===== src/histo_pkg.sv =====
`default_nettype none

package histo_pkg;

    //////////////////////////////
    // Sizes and address map.
    //////////////////////////////
    localparam int POINTS     = 16;                 // Ring entries.
    localparam int PLOT_W     = 32;                 // Plot width in pixels.
    localparam int QUADS      = PLOT_W / 4;         // Bursts per row.
    localparam int RING_BASE  = 0;                  // Burst address of entry 0.
    localparam int FRAME_BASE = 16;                 // Burst address of row 0.
    localparam int MEM_DEPTH  = FRAME_BASE + POINTS * QUADS;
    localparam int ADDR_W     = 8;

    localparam int PTR_W  = $clog2(POINTS);         // Ring index width.
    localparam int QUAD_W = $clog2(QUADS);          // Burst-in-row width.
    localparam int LEN_W  = $clog2(PLOT_W) + 1;     // Bar length, 0 to PLOT_W.

    //////////////////////////////
    // RGB565 colours.
    //////////////////////////////
    localparam logic [15:0] COLOR_BG  = 16'h0000;   // Black.
    localparam logic [15:0] COLOR_BAR = 16'hF81F;   // Pink.

    //////////////////////////////
    // Burst word views.
    //////////////////////////////
    typedef struct packed {
        logic [47:0] pad;                           // Zero in every record.
        logic [15:0] count;                         // Shares the bits of pixel 0.
    } sample_rec_t;

    // Element 0 is the leftmost pixel.
    typedef logic [3:0][15:0] pixel_quad_t;

    typedef union packed {
        sample_rec_t sample;                        // Ring region.
        pixel_quad_t pix;                           // Frame region.
    } burst_word_u;

    typedef struct packed {
        logic              req;                     // Held until done.
        logic              we;
        logic [ADDR_W-1:0] addr;
        burst_word_u       wdata;
    } mem_req_t;

    typedef struct packed {
        logic        done;                          // One-cycle pulse.
        burst_word_u rdata;                         // Valid with done.
    } mem_rsp_t;

    typedef struct packed {
        logic             logged;                   // Record of this frame written.
        logic [PTR_W-1:0] head;                     // Oldest entry after the write.
    } ring_pos_t;

endpackage

`default_nettype wire


===== src/trace_painter.sv =====
`timescale 1ns/1ps
`default_nettype none

module trace_painter (
    input  logic                 clk,
    input  logic                 rst_n,
    input  logic                 en,
    input  logic [1:0]           gain_div,
    output logic                 frame_start,
    input  histo_pkg::ring_pos_t ring_pos,
    output histo_pkg::mem_req_t  mem_req,
    input  histo_pkg::mem_rsp_t  mem_rsp,
    output logic                 frame_done,
    output logic [15:0]          max_count,
    output logic [15:0]          min_count
);
    import histo_pkg::*;

    typedef enum logic [2:0] {
        S_START,                                    // Kick the logger.
        S_LOG,                                      // Wait for the new record.
        S_READ,                                     // Ring read in flight.
        S_BAR,                                      // Bar length and extremes.
        S_WRITE,                                    // Pixel burst in flight.
        S_NEXT,                                     // Step burst or row.
        S_DONE
    } state_t;

    state_t            state_q;
    logic [PTR_W-1:0]  head_q;                      // Oldest entry this frame.
    logic [PTR_W-1:0]  row_q;
    logic [QUAD_W-1:0] quad_q;
    logic [15:0]       count_q;                     // Count of the current row.
    logic [LEN_W-1:0]  bar_len_q;
    logic [15:0]       run_max_q;
    logic [15:0]       run_min_q;

    logic [PTR_W-1:0]  ring_idx;
    logic [ADDR_W-1:0] ring_addr;
    logic [ADDR_W-1:0] frame_addr;
    logic [15:0]       shifted;
    logic [LEN_W-1:0]  bar_next;
    logic              is_write;
    burst_word_u       quad_word;

    //////////////////////////////
    // Address and pixel datapath.
    //////////////////////////////
    assign ring_idx   = head_q + row_q;             // Wraps mod POINTS.
    assign ring_addr  = ADDR_W'(RING_BASE) + ADDR_W'(ring_idx);
    assign frame_addr = ADDR_W'(FRAME_BASE) + ADDR_W'(row_q) * ADDR_W'(QUADS)
                      + ADDR_W'(quad_q);

    assign shifted  = count_q >> gain_div;          // Divide by 2**gain_div.
    assign bar_next = (shifted > 16'(PLOT_W)) ? LEN_W'(PLOT_W) : shifted[LEN_W-1:0];

    always_comb begin
        quad_word = '0;
        for (int k = 0; k < 4; k++) begin
            if (int'(quad_q) * 4 + k < int'(bar_len_q)) begin
                quad_word.pix[k] = COLOR_BAR;       // Inside the bar.
            end else begin
                quad_word.pix[k] = COLOR_BG;
            end
        end
    end

    assign is_write = (state_q == S_WRITE);

    always_comb begin
        mem_req       = '0;
        mem_req.req   = (state_q == S_READ) || is_write;
        mem_req.we    = is_write;
        mem_req.addr  = is_write ? frame_addr : ring_addr;
        mem_req.wdata = quad_word;
    end

    //////////////////////////////
    // Frame sequencer.
    //////////////////////////////
    always_ff @(posedge clk or negedge rst_n) begin
        if (!rst_n) begin
            state_q     <= S_START;
            head_q      <= '0;
            row_q       <= '0;
            quad_q      <= '0;
            bar_len_q   <= '0;
            run_max_q   <= '0;
            run_min_q   <= 16'hFFFF;
            max_count   <= '0;
            min_count   <= 16'hFFFF;
            frame_start <= 1'b0;
            frame_done  <= 1'b0;
        end else begin
            frame_done <= 1'b0;                     // Pulse, also across a freeze.
            if (en) begin
                frame_start <= 1'b0;
                case (state_q)
                    S_START: begin
                        frame_start <= 1'b1;
                        row_q       <= '0;
                        run_max_q   <= '0;
                        run_min_q   <= 16'hFFFF;
                        state_q     <= S_LOG;
                    end
                    S_LOG: if (ring_pos.logged) begin
                        head_q  <= ring_pos.head;   // Row 0 is the oldest.
                        state_q <= S_READ;
                    end
                    S_READ: if (mem_rsp.done) begin
                        state_q <= S_BAR;           // Request drops here.
                    end
                    S_BAR: begin
                        bar_len_q <= bar_next;
                        quad_q    <= '0;
                        if (count_q > run_max_q) run_max_q <= count_q;
                        if (count_q < run_min_q) run_min_q <= count_q;
                        state_q   <= S_WRITE;
                    end
                    S_WRITE: if (mem_rsp.done) begin
                        state_q <= S_NEXT;
                    end
                    S_NEXT: begin
                        if (quad_q != QUAD_W'(QUADS - 1)) begin
                            quad_q  <= quad_q + 1'b1;
                            state_q <= S_WRITE;
                        end else if (row_q != PTR_W'(POINTS - 1)) begin
                            row_q   <= row_q + 1'b1;
                            state_q <= S_READ;
                        end else begin
                            state_q <= S_DONE;
                        end
                    end
                    S_DONE: begin
                        frame_done <= 1'b1;
                        max_count  <= run_max_q;
                        min_count  <= run_min_q;
                        state_q    <= S_START;
                    end
                    default: state_q <= S_START;
                endcase
            end
        end
    end

    // Ring count captured with the read done.
    always_ff @(posedge clk) begin
        if (en && state_q == S_READ && mem_rsp.done) begin
            count_q <= mem_rsp.rdata.sample.count;
        end
    end

    // Bar never wider than the plot.
    a_bar_cap: assert property (@(posedge clk) disable iff (!rst_n)
        int'(bar_len_q) <= PLOT_W);

endmodule

`default_nettype wire


===== config.mk =====
export PLATFORM = sky130hd
export DESIGN_NAME = trace_painter
export DESIGN_NICKNAME = d
export VERILOG_FILES = /design/src/histo_pkg.sv /design/src/trace_painter.sv
export SDC_FILE = /design/constraint.sdc
export NUM_CORES = 1
export LEC_CHECK = 0
export ABC_CLOCK_PERIOD_IN_PS = 2700
export CAP_MARGIN = 10
export CORE_MARGIN = 4
export CORE_UTILIZATION = 56
export DETAILED_ROUTE_END_ITERATION = 7
export DONT_BUFFER_PORTS = 1
export PLACE_DENSITY = 0.78
export SLEW_MARGIN = 20
export SYNTH_ARGS = -nofsm -noshare
export SYNTH_HDL_FRONTEND = slang
export SYNTH_SLANG_ARGS = --single-unit

===== constraint.sdc =====
create_clock -name clk -period 2.7 [get_ports clk]
set_clock_uncertainty 0.05 [all_clocks]
set_input_delay 0.135 -clock clk [delete_from_list [all_inputs] [get_ports clk]]
set_output_delay 0.135 -clock clk [all_outputs]
set_load 0.01 [all_outputs]

==> results.md <==
- The run finished with clean final reports.
- The post-synthesis instance area is about 6000 um^2.
- The total negative setup slack is 0 ps.
- The height of the die is roughly 110 um.
- The TritonCTS clock tree is yes.
- The clock tree synthesis step divided the H-tree into 3 levels.
- Counting every instance in the synthesized netlist gives 583.
- After filler insertion, the fill cell instance count of the layout stands at around 860.
- The overflow left after global routing is 0.
- The final net count is 692.
- The post-synthesis sequential element count is just over 100.
- The die covers 12400 um^2.
- Setup repair after global routing left no endpoint under its margin.
- The number of maximum-capacitance violations is 0.
- The wire-length estimate of the detail-placed layout is approximately 9 mm.
- The worst setup path is launched from a flop.
- The average cell area after synthesis is 10.2 um^2.
- Compared with the post-synthesis result, the final layout area differs by 4.76%.
- The leading cell type in the layout, fill and taps excluded is nand2_1.
- For this run, the leading register cell type out of synthesis is dfrtp_1.
- The classification of the worst setup path is reg -> reg.
- Counting along the longest clock path gives a buffer depth of 2.
- After layout, the worst setup slack is around 140 ps.
- At the worst endpoint, the required time is around 3000 ps.
- The power per cell area is 886 nW/um^2.
- The site row count is 37.
- The worst hold path belongs to the class in -> reg.
- The weighted congestion reported at the end of routability-driven placement is around 0.84.
- The global-route usage over all layers is 21.4%.
- The count of flip-flops with a built-in enable after synthesis is 16.
- TritonCTS created 9 clock buffers.
- The largest net degree at the start of global routing is 87.
- The total via count in the routed design is 4206.
- The starting utilization of the core area is 57.6%.
- In the final layout, the share of cells above drive strength 1 is approximately 16%.
- The critical path arrival is 2800 ps.
- Excluding fillers, the count of instances in the completed layout stands at 715.
- The highest clock frequency the design can meet is between 300 and 400 MHz.
- Subtracting the final worst setup slack from the clock period gives 2560 ps.
- Measured on the finished design, the core utilization comes to 60.3%.
- STA classifies the critical path endpoint as a flop.
- The maximum net fanout on the critical path is 9.
- The worst-case IR drop observed on VDD is roughly 0.00045 V.
- The post-detailed-route count of antenna-violating nets is 0.
- The worst pin sits at a relative slew slack of between 50% and 60%.
- In this run the clock root is driven by a clkbuf_8.
- Summed over all cells, the static leakage comes to 0.00276 uW.
- On the final layout, the worst hold slack is 14.2 ps.
- In this run, the number of DRC markers left after iteration 0 of detailed routing was about 300.
- The count of synthesis-stage warnings from yosys is 0.
- The first detailed-routing pass ran for 6 iterations.
- The number of distinct library cells after synthesis is 58.
- The async set-reset flop share out of synthesis is 84.3%.
- The initial antenna violation count is 0.
- In the routed layout, each cell is associated on average with a via count of 5.88.
- The number of max-slew violations in the final report came to 0.
- The number of endpoints with negative hold slack in the final report is 0.
- The minimum setup slack after placement is roughly 200 ps.
- The library cells used most frequently in the layout, excluding fill and tap cells, are nand2_1, dfrtp_1, inv_1.
- The average wire per standard cell is 18.0 um.
- The global-route wire length before repair is 21.6 mm.
- The count of input and output buffers is 0.
- Setup violations remaining at the end of the flow were counted as 0.
- For the pin with the worst max-slew slack, the measured transition is approximately 630 ps.
- The number of clock sinks is around 100.
- The later pin in the worst-skew pair is clocked with a latency of 370 ps.
- The number of antenna diodes is 0.
- 183 I/O pins were placed.
- The via count of the first global-routing pass is 4221.
- The post-CTS clock slew at the launch and capture registers of the worst setup and hold paths is approximately 100 ps.
- The sequential cell area fraction in the yosys report is 44.8%.
- The final critical path takes up 94.7% of the cycle.
- The horizontal die dimension is 111 um.
- After detailed routing, the total wire length is 12.9 mm.
- The total setup buffers inserted after CTS is 0.
- The floorplan step defined a core boundary enclosing roughly 10000 um^2.
- For this run, design rule violations remaining after detail routing come to 0.
- The number of placed instances, taps included, is 675.
[layout make-up]
class	count	area, um^2	area share (%)
clock inverter	6	61.3	0.980
multi-input combinational	371	2640	42.2
tap	136	170	2.72
timing repair buffer	45	415	6.64
clock buffer	10	128	2.04
sequential	102	2670	42.7
inverter	45	169	2.70
[sequential cells by signal, indices dropped and copies added (netlist names), 3 cells and up]
register,flops
bar_len_q,6
head_q,4
quad_q,3
row_q,4
run_min_q,16
run_max_q,16
count_q,16
state_q,3
max_count,16
min_count,16
[metrics by stage]
| step | cell area [um^2] | power (uW) |
|---|---|---|
| detailed placement | 5810 | 4540 |
| finish | 6250 | 5540 |
| CTS | 6250 | 5560 |
| global placement | 5810 | 4420 |
| floorplan | 6060 | 4090 |
| global route | 6250 | 5960 |
[per-layer routing]
| metal | part of all wire (%) | track usage [%] | wire length [um] | up-vias |
|---|---|---|---|---|
| li1 | - | - | - | 1960 |
| met1 | 42 | 27.9 | 5390 | 2052 |
| met2 | 49 | 36.0 | 6340 | 170 |
| met3 | 7.2 | 4.48 | 929 | 24 |
| met4 | 1.8 | 6.41 | 234 | 0 |
| met5 | 0 | 0 | 0 | - |
[cell usage after synthesis, types with 3 or more instances]
cell type,number,area (um^2)
dfrtp_1,54,1350
dfstp_2,32,841
a31oi_1,16,100
nor2_1,21,78.8
o21a_1,3,22.5
xor2_1,3,26.3
or3_1,18,113
mux2i_1,16,160
buf_2,6,30.0
nand2_1,62,233
nand3_1,9,45.0
nand4_1,8,50.1
nor3_1,3,15.0
mux2_2,7,78.8
buf_4,61,458
a21oi_1,24,120
o32ai_1,16,140
a21o_1,5,37.5
a22o_1,7,61.3
clkbuf_1,17,63.8
nor2b_1,5,31.3
edfxtp_1,16,480
inv_1,45,169
o21ai_0,39,195
ha_1,42,526
xnor2_1,4,35.0
mux4_2,5,113
[where the power goes]
part           internal [uW]  switching, uW
clock network            426            527
logic                    792           1170
registers               2160            468
[worst paths after layout]
| check | startpoint | to | slack (ps) | cells after the start |
|---|---|---|---|---|
| min reg2reg | min_count[5] | min_count[5] | 460 | 2 |
| min | gain_div[1] | bar_len_q[4] | 10 | 2 |
| max in group asynchronous | rst_n | min_count[7] | 1960 | 2 |
| max reg2reg | count_q[9] | run_max_q[9] | 140 | 7 |
| min in group asynchronous | rst_n | run_max_q[10] | 270 | 2 |
| max | count_q[9] | run_max_q[9] | 140 | 7 |
[logic make-up (layout without fill, tap and decap cells)]
family | count (synthesis) | count (layout) | synth area share, %
AO/OA/AOI/OAI | 124 | 124 | 14.1
XOR/XNOR | 7 | 7 | 1.03
adder cells (fa/ha/maj) | 43 | 43 | 9.14
buffers and inverters | 133 | 106 | 12.7
flip-flops | 102 | 102 | 44.8
multiplexers | 29 | 29 | 6.14
other | 1 | 24 | 0.0628
AND/OR/NAND/NOR | 144 | 144 | 12.1
[critical path: stages (launching register included)]
cell and delay [ps]:
edfxtp_1 560, ha_1 390, nand2_1 80, or4_4 520, a21o_1 200, a31oi_4 230, buf_4 240, mux2i_1 210
[what timing repair did]
action | 4_1_cts | 5_1_grt
hold buffers | 24 | 0
hold endpoints to repair | 108 | 0
gates resized for setup | 0 | 0
Note: power is estimated with default switching activity, not from simulation.
